===== src/simple_defs.svh =====
`ifndef SIMPLE_DEFS_SVH
`define SIMPLE_DEFS_SVH

// datapath width
`define SIMPLE_DATA_W 16

// register file size and address width
`define SIMPLE_REG_N 8
`define SIMPLE_RADDR_W 3

// bubble command
// ALU group with function 1111, so no write and no output
`define SIMPLE_NOP 16'hC0F0

`endif

===== src/simplePkg.sv =====
package simplePkg;

   // ALU operations
   typedef enum logic [3:0] {
      aluAdd = 4'b0000,
      aluSub = 4'b0001,
      aluAnd = 4'b0010,
      aluOr  = 4'b0011,
      aluXor = 4'b0100,
      aluSll = 4'b1000,
      aluSlr = 4'b1001,
      aluSrl = 4'b1010,
      aluSra = 4'b1011,
      aluIdt = 4'b1100,
      aluNon = 4'b1111
   } aluOpE;

   // top two command bits
   typedef enum logic [1:0] {
      grpLoad  = 2'b00,
      grpStore = 2'b01,
      grpImm   = 2'b10,
      grpAlu   = 2'b11
   } instrGroupE;

endpackage


===== src/simpleCore.sv =====
`timescale 1ns/1ps
`include "simple_defs.svh"

module simpleCore (
   input  logic                      clk,
   input  logic                      rstN,
   input  logic [`SIMPLE_DATA_W-1:0] instr,
   input  logic                      instrValid,
   input  logic [`SIMPLE_DATA_W-1:0] inData,
   output logic                      outValid,
   output logic [`SIMPLE_DATA_W-1:0] outData
);
   import simplePkg::*;

   aluOpE                      aluOp;
   logic [`SIMPLE_RADDR_W-1:0] writeAddress;
   logic                       regWrite;
   logic                       immSel;
   logic                       inSel;
   logic                       outEn;
   logic                       oneA;
   logic                       oneB;
   logic                       twoA;
   logic                       twoB;
   logic [`SIMPLE_DATA_W-1:0]  readDataA;
   logic [`SIMPLE_DATA_W-1:0]  readDataB;
   logic [`SIMPLE_DATA_W-1:0]  beforeCommand;
   logic [`SIMPLE_DATA_W-1:0]  twoBeforeCommand;
   logic                       writeEn;
   logic [`SIMPLE_RADDR_W-1:0] writeAddr;
   logic [`SIMPLE_DATA_W-1:0]  writeData;

   decodeUnit uDecode (
      .command          (instr),
      .beforeCommand    (beforeCommand),
      .twoBeforeCommand (twoBeforeCommand),
      .aluOp            (aluOp),
      .writeAddress     (writeAddress),
      .regWrite         (regWrite),
      .immSel           (immSel),
      .inSel            (inSel),
      .outEn            (outEn),
      .oneA             (oneA),
      .oneB             (oneB),
      .twoA             (twoA),
      .twoB             (twoB)
   );

   // port A reads Rd, port B reads Rs
   registerFile uRegs (
      .clk       (clk),
      .rstN      (rstN),
      .readAddrA (instr[10:8]),
      .readAddrB (instr[13:11]),
      .writeAddr (writeAddr),
      .writeEn   (writeEn),
      .writeData (writeData),
      .readDataA (readDataA),
      .readDataB (readDataB)
   );

   executePipeline uPipe (
      .clk              (clk),
      .rstN             (rstN),
      .command          (instr),
      .instrValid       (instrValid),
      .aluOp            (aluOp),
      .writeAddress     (writeAddress),
      .regWrite         (regWrite),
      .immSel           (immSel),
      .inSel            (inSel),
      .outEn            (outEn),
      .oneA             (oneA),
      .oneB             (oneB),
      .twoA             (twoA),
      .twoB             (twoB),
      .readDataA        (readDataA),
      .readDataB        (readDataB),
      .inData           (inData),
      .beforeCommand    (beforeCommand),
      .twoBeforeCommand (twoBeforeCommand),
      .writeEn          (writeEn),
      .writeAddr        (writeAddr),
      .writeData        (writeData),
      .outValid         (outValid),
      .outData          (outData)
   );

endmodule


===== src/executePipeline.sv =====
`timescale 1ns/1ps
`include "simple_defs.svh"

module executePipeline (
   input  logic                       clk,
   input  logic                       rstN,
   input  logic [`SIMPLE_DATA_W-1:0]  command,
   input  logic                       instrValid,
   input  simplePkg::aluOpE           aluOp,
   input  logic [`SIMPLE_RADDR_W-1:0] writeAddress,
   input  logic                       regWrite,
   input  logic                       immSel,
   input  logic                       inSel,
   input  logic                       outEn,
   input  logic                       oneA,
   input  logic                       oneB,
   input  logic                       twoA,
   input  logic                       twoB,
   input  logic [`SIMPLE_DATA_W-1:0]  readDataA,
   input  logic [`SIMPLE_DATA_W-1:0]  readDataB,
   input  logic [`SIMPLE_DATA_W-1:0]  inData,
   output logic [`SIMPLE_DATA_W-1:0]  beforeCommand,
   output logic [`SIMPLE_DATA_W-1:0]  twoBeforeCommand,
   output logic                       writeEn,
   output logic [`SIMPLE_RADDR_W-1:0] writeAddr,
   output logic [`SIMPLE_DATA_W-1:0]  writeData,
   output logic                       outValid,
   output logic [`SIMPLE_DATA_W-1:0]  outData
);
   import simplePkg::*;

   localparam int ShiftW = $clog2(`SIMPLE_DATA_W);

   logic [`SIMPLE_DATA_W-1:0]  opA;
   logic [`SIMPLE_DATA_W-1:0]  opB;
   logic [`SIMPLE_DATA_W-1:0]  regOpB;
   logic [`SIMPLE_DATA_W-1:0]  exOpA;
   logic [`SIMPLE_DATA_W-1:0]  exOpB;
   logic [ShiftW-1:0]          exShiftAmt;
   aluOpE                      exAluOp;
   logic [`SIMPLE_RADDR_W-1:0] exWriteAddr;
   logic                       exRegWrite;
   logic                       exOutEn;
   logic [`SIMPLE_DATA_W-1:0]  aluResult;
   logic [`SIMPLE_DATA_W-1:0]  wbResult;

   // execute result first, then write-back, then register file
   assign opA    = oneA ? aluResult : (twoA ? wbResult : readDataA);
   assign regOpB = oneB ? aluResult : (twoB ? wbResult : readDataB);

   always_comb begin
      if (immSel)
         opB = {{(`SIMPLE_DATA_W-8){command[7]}}, command[7:0]};
      else if (inSel)
         opB = inData;
      else
         opB = regOpB;
   end

   // an idle issue port enters the execute stage as a bubble
   always_ff @(posedge clk) begin
      if (!rstN) begin
         beforeCommand <= `SIMPLE_NOP;
         exRegWrite    <= 1'b0;
         exOutEn       <= 1'b0;
         exAluOp       <= aluNon;
      end else begin
         beforeCommand <= instrValid ? command : `SIMPLE_NOP;
         exRegWrite    <= instrValid & regWrite;
         exOutEn       <= instrValid & outEn;
         exAluOp       <= aluOp;
      end
   end

   always_ff @(posedge clk) begin
      exOpA       <= opA;
      exOpB       <= opB;
      exShiftAmt  <= command[ShiftW-1:0];
      exWriteAddr <= writeAddress;
   end

   alu uAlu (
      .opA      (exOpA),
      .opB      (exOpB),
      .shiftAmt (exShiftAmt),
      .op       (exAluOp),
      .result   (aluResult)
   );

   // write-back stage
   always_ff @(posedge clk) begin
      if (!rstN) begin
         twoBeforeCommand <= `SIMPLE_NOP;
         writeEn          <= 1'b0;
         outValid         <= 1'b0;
      end else begin
         twoBeforeCommand <= beforeCommand;
         writeEn          <= exRegWrite;
         outValid         <= exOutEn;
      end
   end

   always_ff @(posedge clk) begin
      wbResult  <= aluResult;
      writeAddr <= exWriteAddr;
   end

   assign writeData = wbResult;
   assign outData   = wbResult;

   assert property (@(posedge clk) disable iff (!rstN) !(outValid && writeEn))
      else $error("outValid and writeEn high together");

   // nothing reaches the output port before it has passed the execute stage
   assert property (@(posedge clk) $rose(rstN) |=> !outValid)
      else $error("outValid high right after reset");

endmodule


===== src/alu.sv =====
`timescale 1ns/1ps
`include "simple_defs.svh"

module alu (
   input  logic [`SIMPLE_DATA_W-1:0]         opA,
   input  logic [`SIMPLE_DATA_W-1:0]         opB,
   input  logic [$clog2(`SIMPLE_DATA_W)-1:0] shiftAmt,
   input  simplePkg::aluOpE                  op,
   output logic [`SIMPLE_DATA_W-1:0]         result
);
   import simplePkg::*;

   logic [2*`SIMPLE_DATA_W-1:0] rotated;

   // rotate left, upper half of the doubled word
   assign rotated = {opA, opA} << shiftAmt;

   always_comb begin
      case (op)
         aluAdd: result = opA + opB;
         aluSub: result = opA - opB;
         aluAnd: result = opA & opB;
         aluOr:  result = opA | opB;
         aluXor: result = opA ^ opB;
         aluSll: result = opA << shiftAmt;
         aluSlr: result = rotated[2*`SIMPLE_DATA_W-1:`SIMPLE_DATA_W];
         aluSrl: result = opA >> shiftAmt;
         aluSra: result = $unsigned($signed(opA) >>> shiftAmt);
         // MOV, LI, IN and OUT pass the B operand
         aluIdt: result = opB;
         default: result = '0;
      endcase
   end

endmodule


===== src/registerFile.sv =====
`timescale 1ns/1ps
`include "simple_defs.svh"

module registerFile (
   input  logic                       clk,
   input  logic                       rstN,
   input  logic [`SIMPLE_RADDR_W-1:0] readAddrA,
   input  logic [`SIMPLE_RADDR_W-1:0] readAddrB,
   input  logic [`SIMPLE_RADDR_W-1:0] writeAddr,
   input  logic                       writeEn,
   input  logic [`SIMPLE_DATA_W-1:0]  writeData,
   output logic [`SIMPLE_DATA_W-1:0]  readDataA,
   output logic [`SIMPLE_DATA_W-1:0]  readDataB
);

   logic [`SIMPLE_DATA_W-1:0] regs [`SIMPLE_REG_N];

   always_ff @(posedge clk) begin
      if (!rstN) begin
         for (int i = 0; i < `SIMPLE_REG_N; i++) begin
            regs[i] <= '0;
         end
      end else if (writeEn) begin
         regs[writeAddr] <= writeData;
      end
   end

   // plain reads, the pipeline forwards in-flight results
   assign readDataA = regs[readAddrA];
   assign readDataB = regs[readAddrB];

endmodule


===== src/decodeUnit.sv =====
`timescale 1ns/1ps
`include "simple_defs.svh"

module decodeUnit (
   input  logic [`SIMPLE_DATA_W-1:0]  command,
   input  logic [`SIMPLE_DATA_W-1:0]  beforeCommand,
   input  logic [`SIMPLE_DATA_W-1:0]  twoBeforeCommand,
   output simplePkg::aluOpE           aluOp,
   output logic [`SIMPLE_RADDR_W-1:0] writeAddress,
   output logic                       regWrite,
   output logic                       immSel,
   output logic                       inSel,
   output logic                       outEn,
   output logic                       oneA,
   output logic                       oneB,
   output logic                       twoA,
   output logic                       twoB
);
   import simplePkg::*;

   // function field of the ALU group, bits 7:4
   typedef enum logic [3:0] {
      fnAdd = 4'b0000,
      fnSub = 4'b0001,
      fnAnd = 4'b0010,
      fnOr  = 4'b0011,
      fnXor = 4'b0100,
      fnCmp = 4'b0101,
      fnMov = 4'b0110,
      fnSll = 4'b1000,
      fnSlr = 4'b1001,
      fnSrl = 4'b1010,
      fnSra = 4'b1011,
      fnIn  = 4'b1100,
      fnOut = 4'b1101
   } aluFuncE;

   instrGroupE group;
   aluFuncE    func;

   // LI is the only immediate-group command kept
   function automatic logic isLi(input logic [`SIMPLE_DATA_W-1:0] cmd);
      return instrGroupE'(cmd[15:14]) == grpImm && cmd[13:11] == 3'b000;
   endfunction

   // does this command write Rd
   function automatic logic isWriter(input logic [`SIMPLE_DATA_W-1:0] cmd);
      aluFuncE fn;
      fn = aluFuncE'(cmd[7:4]);
      if (isLi(cmd))
         return 1'b1;
      if (instrGroupE'(cmd[15:14]) != grpAlu)
         return 1'b0;
      case (fn)
         fnAdd, fnSub, fnAnd, fnOr, fnXor, fnMov,
         fnSll, fnSlr, fnSrl, fnSra, fnIn: return 1'b1;
         default: return 1'b0;
      endcase
   endfunction

   assign group = instrGroupE'(command[15:14]);
   assign func  = aluFuncE'(command[7:4]);

   always_comb begin
      aluOp = aluNon;
      inSel = 1'b0;
      outEn = 1'b0;
      if (isLi(command)) begin
         aluOp = aluIdt;
      end else if (group == grpAlu) begin
         case (func)
            fnAdd, fnSub, fnAnd, fnOr, fnXor,
            fnSll, fnSlr, fnSrl, fnSra: aluOp = aluOpE'(command[7:4]);
            // compare runs the subtract but drops the result
            fnCmp: aluOp = aluSub;
            fnMov: aluOp = aluIdt;
            fnIn: begin
               aluOp = aluIdt;
               inSel = 1'b1;
            end
            fnOut: begin
               aluOp = aluIdt;
               outEn = 1'b1;
            end
            default: aluOp = aluNon;
         endcase
      end
   end

   assign regWrite     = isWriter(command);
   assign immSel       = isLi(command);
   assign writeAddress = command[10:8];

   // A side is Rd, B side is Rs
   assign oneA = isWriter(beforeCommand) && command[10:8] == beforeCommand[10:8];
   assign twoA = isWriter(twoBeforeCommand) && command[10:8] == twoBeforeCommand[10:8];
   assign oneB = isWriter(beforeCommand) && command[13:11] == beforeCommand[10:8];
   assign twoB = isWriter(twoBeforeCommand) && command[13:11] == twoBeforeCommand[10:8];

   always_comb begin
      assert final (!regWrite || aluOp != aluNon)
         else $error("write decoded without an ALU operation");
      assert final (!(outEn && regWrite))
         else $error("OUT decoded as a register writer");
   end

endmodule


===== config.mk =====
export PLATFORM = sky130hd
export DESIGN_NAME = simpleCore
export DESIGN_NICKNAME = d
export VERILOG_FILES = /design/src/simplePkg.sv /design/src/simpleCore.sv /design/src/executePipeline.sv /design/src/alu.sv /design/src/registerFile.sv /design/src/decodeUnit.sv
export VERILOG_INCLUDE_DIRS = /design/src
export SDC_FILE = /design/constraint.sdc
export NUM_CORES = 1
export LEC_CHECK = 0
export ABC_AREA = 1
export BUFFER_PORTS_ARGS = -buffer_cell sky130_fd_sc_hd__buf_4
export CAP_MARGIN = 20
export CORE_ASPECT_RATIO = 1.1
export CORE_UTILIZATION = 25
export DETAILED_ROUTE_END_ITERATION = 16
export PLACE_DENSITY = 0.48
export SYNTH_ARGS = -nofsm -noshare
export SYNTH_HDL_FRONTEND = slang
export SYNTH_HIERARCHICAL = 1
export SYNTH_SLANG_ARGS = --single-unit

===== constraint.sdc =====
create_clock -name clk -period 4.6 [get_ports clk]
set_input_delay 0.46 -clock clk [delete_from_list [all_inputs] [get_ports clk]]
set_output_delay 0.46 -clock clk [all_outputs]
set_load 0.02 [all_outputs]

# ---- After elaboration in Yosys (flattened, before gate mapping)
# Memories as Yosys holds them, arrays and structs flattened. A register that Yosys moved wholly into a read port is not among the register bits.
# Cells that the tools add are included.
dict set report totals {
  reg_bits 98
  ram_bits 128
  rom_bits 80
  input_bits 35
  output_inout_bits 17
  wordCells 134
  n_memories 6
}
dict set report op_classes {
  addsub 2
  eq_ne 32
  shift 4
  muxes 52
  n_bitwise 7
  n_reduce_logical 17
}
# memory depth word_bits rd rd_ports_with_merged_regs write_ports line
set mem_list {}
lappend mem_list {uRegs.regs 8 16 2 0 8 registerFile.sv:16} ;# logic [`SIMPLE_DATA_W-1:0] regs [`SIMPLE_REG_N];
lappend mem_list {{(name not given)} 16 1 1 1 0 decodeUnit.sv:54} ;# case (fn)
lappend mem_list {{(name not given)} 16 1 1 1 0 decodeUnit.sv:54}
lappend mem_list {{(name not given)} 16 1 1 1 0 decodeUnit.sv:54}
lappend mem_list {{(name not given)} 16 1 1 1 0 decodeUnit.sv:54}
lappend mem_list {{(name not given)} 16 1 1 0 0 decodeUnit.sv:54}
# op count
set ops {}
lappend ops {{$pmux 16 s10} 1}
lappend ops {{$mux 16} 7}
lappend ops {{$eq 4x4->1 const B} 11}
lappend ops {{$mux 1} 36}
lappend ops {{$shl 32x4->32} 1}
lappend ops {{$add 16x16->16} 1}
lappend ops {{$and 16x16->16} 1}
lappend ops {{$eq 4x2->1 const B} 4}
lappend ops {{$eq 4x3->1 const B} 4}
lappend ops {{$mux 4} 4}
lappend ops {{$or 16x16->16} 1}
lappend ops {{$reduce_or 16->1} 1}
lappend ops {{$shl 16x4->16} 1}
lappend ops {{$shr 16x4->16} 1}
lappend ops {{$sshr 16x4->16} 1}
lappend ops {{$sub 16x16->16} 1}
lappend ops {{$xor 16x16->16} 1}
lappend ops {{$eq 3x3->1} 4}
lappend ops {{$pmux 4 s3} 1}
lappend ops {{$logic_not 3->1} 3}
lappend ops {{$reduce_or 9->1} 1}
lappend ops {{$eq 2x2->1 const B} 4}
lappend ops {{$eq 4x1->1 const B} 2}
lappend ops {{$logic_not 4->1} 2}
lappend ops {{8 further kinds} 20}

# ---- Logic depth before layout (Yosys ltp)
# Gate-level depths: netlist of run 1.
dict set report depth {
  word_depth 11
  depth_mapped 24
  depth_no_buf 24
}

# ---- By module
# Netlist of run 1, hierarchy kept.
# mod n_inst cells_per_inst area_each_um2 seq_area_each_um2
set by_module_without_submodules {}
lappend by_module_without_submodules {registerFile 1 1032 7536.0 3843.7}
lappend by_module_without_submodules {alu 1 868 4409.2 0.0}
lappend by_module_without_submodules {executePipeline 1 459 3638.5 1961.9}
lappend by_module_without_submodules {decodeUnit 1 107 461.7 0.0}

# ---- Worst setup path before layout of run 1
# OpenSTA, ideal clock, no wires.
dict set report synth_path {
  path_type {register to register}
  from {reg uPipe.exOpB[0]}
  to {reg uPipe.exOpB[7]}
  setup_time_ps 116
  arrival_ps 2775
  t_required_ps 4484
  slack_ps 1709
  stages_incl_launch_ff 25
  n_path_buf 0
  period_less_slack_ps 2891
  cell_sequence {dfxtp_1 inv_1 ha_1 inv_1 nor3_1 inv_1 o21ai_0 xor2_1 inv_1 ha_1 nand2_1 inv_1 nand2_1 nand2_1 inv_1 nand2_1 or2_2 nand3_1 nand2_1 nor2_1 nand2_1 a21oi_1 nand2_1 nand2_1 nand2_1}
}
dict set report synth_via {
  elab_chain_len 5
  word_cells_on_any_way 6
  classes_between {add/sub (2); mux (4)}
}
# item line
set synth_lines {}
lappend synth_lines {{from (decl)} executePipeline.sv:38} ;# logic [`SIMPLE_DATA_W-1:0] exOpB;
lappend synth_lines {{from (signal assigned)} executePipeline.sv:77} ;# exOpB <= opB;
lappend synth_lines {{$sub 16x16->16 / $add 16x16->16 (equally long branches)} {alu.sv:21, alu.sv:20}}
lappend synth_lines {{$pmux 16 s10 (*)} alu.sv:19} ;# case (op)
lappend synth_lines {{via uPipe.aluResult[7]} executePipeline.sv:44} ;# logic [`SIMPLE_DATA_W-1:0] aluResult;
lappend synth_lines {{$mux 16 (*)} executePipeline.sv:49} ;# assign regOpB = oneB ? aluResult : (twoB ? wbResult : readDataB);
lappend synth_lines {{$mux 16 (*)} executePipeline.sv:54} ;# else if (inSel)
lappend synth_lines {{$mux 16 (*)} executePipeline.sv:52} ;# if (immSel)
lappend synth_lines {{via uPipe.opB[7]} executePipeline.sv:35} ;# logic [`SIMPLE_DATA_W-1:0] opB;
# The timed path passes the listed nets; every way through them passes the cells marked *.
# A chain may end at the register's enable or synchronous reset.

# ---- Final worst setup path of run 1
dict set report layout_path {
  from {reg uPipe.exOpB[0]}
  to {reg uPipe.exOpB[10]}
}
# The elaborated chain is that of the path after synthesis.

==> results.toml, run 1 <==
[finish]
multi_input_comb_area_mm2 = 0.00805
final_cell_mix = "nand2_1, inv_1, nand3_1"
syn2layout_area_growth_pct = 10.4
final_layout_size_suffix_gt1_frac = 0.0819
seqCellArea_mm2 = 0.00565
nNetsFinal = 2497
finalNonFillerCells = 3264
n_fill_cell = 7028
antenna_cells = 0
final_common_cell = "nand2_1"

[clock_tree]
clock_sinks = 218
cts-htree-levels = 1
clkTransAtPathRegs_ns = 0.07
clockBufferDepth = 3
cts_buffers = 25
cts_tree = "yes"
cts_hold_buf = 0
clk_latency_ns = 0.54
post_cts_resized = 0
cts_setup_buffers = 0
cts_root_buf = "clkbuf_16"

[sta]
slew_headroom = 0.214
setup_viol = 0
worstMarginPinSlew_ns = 1.17
fmax_mhz = 285
layout_min_cycle_time_ns = 3.51
drv_slew = 0
rsz0062_at_grt = "false"
setup_tns_ns = 0
hold_viol = 0
fin_crit_sh = 0.762
skew_ns = 0.0177

[global_routing]
grt_pass1_vias = 14700
met1_usage = 0.212
busiest_layer = "met2"
grt_max_degree = 71
antenna_found_initial = 0
grt_pass1_wl_mm = 88.5
grt_util_met3 = 0.0187
grt_overflow_total = 0
met2_usage = 0.323
grtUsageTotal = 0.178

[placed_design]
port_buffers = 51
dpl.hpwl_mm = 41.0
place_congestion = 0.931
dp.cells = 3215

[detailed_routing]
first_iter_violations = 1399
vias_per_cell = 4.67
dr_total_vias = 15200
routed_wl_mm = 58.6
ant_nets = 0
post-route-drc-count = 0
wire_per_inst_um = 17.9
dr.pass1.iters = 6

[floorplanning]
die_w_um = 242
die_h_um = 266
core.rowCount = 96
die_area_mm2 = 0.0643
ioPinCount = 52
start_util = 0.253
fp.coreArea_mm2 = 0.0625

[synth]
syn_area_per_cell_um2 = 6.48
synth_cells = 2442
syn_nets = 2526
yosysWarnings = 6
syn-cell-area_mm2 = 0.0158

[setup_path]
worst-setup-path-type = "reg -> reg"
crit_path_top_delay_cell = "ha_1"
cp_cell_sequence = "inv_1, ha_1, inv_1, nor3_1, inv_1, o21ai_0, xor2_1, inv_1, ha_1, nand2_1, nor2_1, nand2_1, nand2_1, nand2_1, nand3_1, nand4_1, a21oi_1, nand2_1, nand2_1, nand2_1"
endpoint_kind = "flip-flop"
max_stage_delay_ns = 0.37
cp_common_cell = "nand2_1"
cp-start-kind = "flip-flop"
crit_fanout = 6
crit_family = "simple AND/OR/NAND/NOR gates"
cp.required_ns = 5.02
crit_buf_inv = 4
crit_arrival_ns = 3.93

[power_and_ir_drop]
leakagePower_nw = 8.69
ir_drop_v = 0.000236
p_per_area_mw_per_mm2 = 309

[job]
maxCapViolations = 0

[run_status]
outcome = "completed"

[worst_hold_path]
hold_path_class = "in -> reg"
==> final cells by class <==
| type | count | share of cell area |
|---|---|---|
| clock buffers | 34 | 0.0398 |
| well taps | 833 | 0.0597 |
| multi-input cells | 1739 | 0.461 |
| inverters | 357 | 0.0776 |
| flip-flops and latches | 218 | 0.323 |
| clock inverters | 11 | 0.00523 |
| repair buffers | 72 | 0.0334 |
==> where the power goes <==
| group | internal [mW] | switching (mW) | total (mW) |
|---|---|---|---|
| Sequential | 2.15 | 0.121 | 2.27 |
| Clock | 1.12 | 0.842 | 1.96 |
| Combinational | 0.368 | 0.799 | 1.17 |
==> routing by layer <==
layer,up-vias,share of wire,wire (µm)
met5,-,0,0
met4,0,0.040,2360
met3,119,0.052,3040
met2,539,0.50,29200
met1,7063,0.41,24000
li1,7508,-,-
==> flip-flops by register name (all words and copies together), names as in the netlist <==
name	cells
uPipe/outValid	1
uPipe/exShiftAmt	4
uPipe/exOpB	16
uPipe/outData	16
uPipe/twoBeforeCommand	12
uPipe/exOutEn	1
uPipe/exOpA	16
uPipe/beforeCommand	12
uPipe/exAluOp	4
uRegs/regs	128
uPipe/exRegWrite	1
uPipe/exWriteAddr	3
uPipe/writeEn	1
uPipe/writeAddr	3
==> metrics by stage <==
stage | setup slack (ns) | cell area, µm² | util | hold slack [ns] | total power, mW
6_report | 1.09 | 17500 | 0.280 | 0.0420 | 5.40
5_1_grt | 0.735 | 17500 | 0.280 | 0.0297 | 5.68
4_1_cts | 1.10 | 17400 | 0.278 | 0.0248 | 5.44
3_5_place_dp | 1.14 | 16600 | 0.266 | 0.316 | 3.46
3_3_place_gp | 1.16 | 16600 | 0.266 | 0.311 | 3.45
2_1_floorplan | 1.71 | 15800 | - | 0.310 | 3.09
==> worst reg2reg max path, delay by kind of cell (launching register included) <==
kind	cells	cell delay [ns]
DFF	1	0.33
AOI/OAI and AO/OA	2	0.44
and+or+nand+nor	11	1.56
adders and majority gates	2	0.56
buffers and inverters	4	0.34
xor gates and xnor gates	1	0.16
==> final timing paths <==
path	from	to	slack, ns	depth (start not counted)
setup reg to reg	uPipe/exOpB[0]	uPipe/exOpB[10]	1.09	20
hold reg to reg	uPipe/exWriteAddr[2]	uPipe/writeAddr[2]	0.33	0
hold / removal	instr[2]	uPipe/exShiftAmt[2]	0.04	1
setup / recovery	uPipe/exOpB[0]	uPipe/exOpB[10]	1.09	20
No activity file was read; power rests on OpenSTA's default activity.
==> run 2: changes to the inputs <==
--- a/config.mk
+++ b/config.mk
@@ -6,13 +6,13 @@
 export SDC_FILE = /design/constraint.sdc
 export NUM_CORES = 1
 export LEC_CHECK = 0
-export ABC_AREA = 1
+export ABC_AREA = 0
 export BUFFER_PORTS_ARGS = -buffer_cell sky130_fd_sc_hd__buf_4
 export CAP_MARGIN = 20
 export CORE_ASPECT_RATIO = 1.1
 export CORE_UTILIZATION = 25
 export DETAILED_ROUTE_END_ITERATION = 16
-export PLACE_DENSITY = 0.48
+export PLACE_DENSITY = 0.49
 export SYNTH_ARGS = -nofsm -noshare
 export SYNTH_HDL_FRONTEND = slang
 export SYNTH_HIERARCHICAL = 1
==> constraint.sdc (replaced) <==
create_clock -name clk -period 2.8 [get_ports clk]
set_input_delay 0.28 -clock clk [delete_from_list [all_inputs] [get_ports clk]]
set_output_delay 0.28 -clock clk [all_outputs]
set_load 0.02 [all_outputs]
==> run 2 against run 1 <==
Compared with the run above:
- the flow now finishes with violations (negative setup slack)
- final cell count is 30% lower
- register-to-register slack worse by 1.6 ns
- sequential power rose by 63%
- die area fell by 5.6%
- sequential share of layout area fell by 1.7 points
- synthesized area down 5.6%
- highest routed layer unchanged
- clock power grew 36%
- worst setup slack lost 1.6 ns
- clock skew about the same
- via count decreased by 20%
==> results.toml, run 2 <==
[clock_tree]
clockBufferDepth = 3
clock_sinks = 218
clk_latency_ns = 0.52
cts_root_buf = "clkbuf_16"
cts_buffers = 21
cts_tree = "yes"
cts-htree-levels = 1
clkTransAtPathRegs_ns = 0.06

[sta]
fin_crit_sh = 1.19
setup_tns_ns = -9.55
hold_viol = 0
layout_min_cycle_time_ns = 3.33
setup_viol = 31
fin_ws_ns = -0.529
slew_headroom = 0.500
drv_slew = 0
worstMarginPinSlew_ns = 0.748
holdWs_ns = 0.0382
rsz0062_at_grt = "true"
skew_ns = 0.0176
fmax_mhz = 300

[setup_path]
r2r_cells = 13
cp_cell_sequence = "or3_4, nor3b_4, nor2_2, xnor2_1, ha_1, a21o_1, or4b_4, nand4_1, buf_6, mux2i_2, o2111ai_2, a31oi_1, o22ai_1"
endpoint_kind = "flip-flop"
worst-setup-path-type = "reg -> reg"
cp-start-kind = "flip-flop"
crit_fanout = 5
cp.required_ns = 3.17
max_stage_delay_ns = 0.50
crit_path_top_delay_cell = "or4b_4"
crit_arrival_ns = 3.70

[synth]
synth_cells = 1366
yosysWarnings = 6
syn_area_per_cell_um2 = 10.9
syn-cell-area_mm2 = 0.0149
syn_nets = 1450

[detailed_routing]
dr_total_vias = 12200
ant_nets = 0
wire_per_inst_um = 22.6
dr.pass1.iters = 8
first_iter_violations = 939
post-route-drc-count = 0
vias_per_cell = 5.29
routed_wl_mm = 52.1

[placed_design]
dpl.hpwl_mm = 38.2
placed_area_mm2 = 0.0173
port_buffers = 51
place_congestion = 0.914

[floorplanning]
fp.coreArea_mm2 = 0.0588
ioPinCount = 52
start_util = 0.254
die_h_um = 258
die_w_um = 235
die_area_mm2 = 0.0607
core.rowCount = 93

[run_status]
outcome = "finished with violations"
violations = "negative setup slack"

[finish]
n_fill_cell = 5911
nNetsFinal = 1609
final_layout_size_suffix_gt1_frac = 0.330
final_common_cell = "buf_4"
antenna_cells = 0
fin_area_mm2 = 0.0185
final_cell_mix = "buf_4, nor3_1, edfxtp_1"
largest_reg_flops = 128
syn2layout_area_growth_pct = 23.8
largest-register = "uRegs/regs"
finish.utilization = 0.315

[global_routing]
grt_pass1_wl_mm = 77.5
antenna_found_initial = 0
grtUsageTotal = 0.167
grt_overflow_total = 0
grt_max_degree = 69
grt_pass1_vias = 12000

[power_and_ir_drop]
leakagePower_nw = 7.09
ir_drop_v = 0.000341
total_power_mw = 9.07
p_per_area_mw_per_mm2 = 491

[worst_hold_path]
hold_path_class = "in -> reg"
min_path_cells = 2

[job]
maxCapViolations = 0
-- run 2: routing by layer --
metal	vias to the layer above	part of all wire	GRT usage
li1	5567	-	-
met1	6111	0.40	0.202
met2	393	0.52	0.311
met3	106	0.041	0.0108
met4	0	0.037	0.0588
met5	-	0	0
-- run 2: repair_timing --
action                                  4_1_cts  5_1_grt
gates resized for setup                      38       65
endpoints found under the setup margin       36       40
setup buffers                                 6        8
hold endpoints to repair                      6        0
pin swaps                                    21       34
cloned                                        0        0
hold buffers                                  6        0
-- run 2: area by class of cell --
type                            count  area [µm²]  share of cell area
Clock buffer                       26         564              0.0305
Clock inverter                     12        67.6             0.00365
Inverter                           60         225              0.0122
Multi-Input combinational cell    949        8840               0.478
Sequential cell                   218        5660               0.306
Tap cell                          760         951              0.0514
Timing Repair Buffer              275        2170               0.117
-- run 2: path summary, 6_finish.rpt --
| path | end | start | slack (ns) |
|---|---|---|---|
| worst max register to register | uPipe/exOpB[13] | uPipe/exOpB[4] | -0.53 |
| worst min-delay path | uPipe/beforeCommand[7] | instr[7] | 0.04 |
| worst max-delay path | uPipe/exOpB[13] | uPipe/exOpB[4] | -0.53 |
| worst min register to register | uPipe/writeAddr[2] | uPipe/exWriteAddr[2] | 0.33 |
-- run 2: where the power goes --
group | total (mW) | internal (mW) | switching [mW]
clock network | 2.67 | 1.44 | 1.24
logic | 2.70 | 1.32 | 1.37
registers | 3.70 | 3.54 | 0.165
total | 9.07 | 6.30 | 2.78
-- run 2: per-stage QoR --
step                std cells  setup WS [ns]
finish                   2300         -0.529
global route             2300         -0.675
CTS                      2294         -0.493
detailed placement       2245         -0.615
global placement         2245         -0.577
floorplan                1366         -0.287
-- run 2: critical path, delay by kind of cell, from the launching register on --
| kind | cells | cell delay [ns] |
|---|---|---|
| AND/OR/NAND/NOR | 5 | 1.38 |
| AO/OA/AOI/OAI | 4 | 0.62 |
| flip-flops | 1 | 0.32 |
| adder cells (fa/ha/maj) | 1 | 0.30 |
| multiplexers | 1 | 0.25 |
| XOR/XNOR | 1 | 0.17 |
| buffers and inverters | 1 | 0.14 |
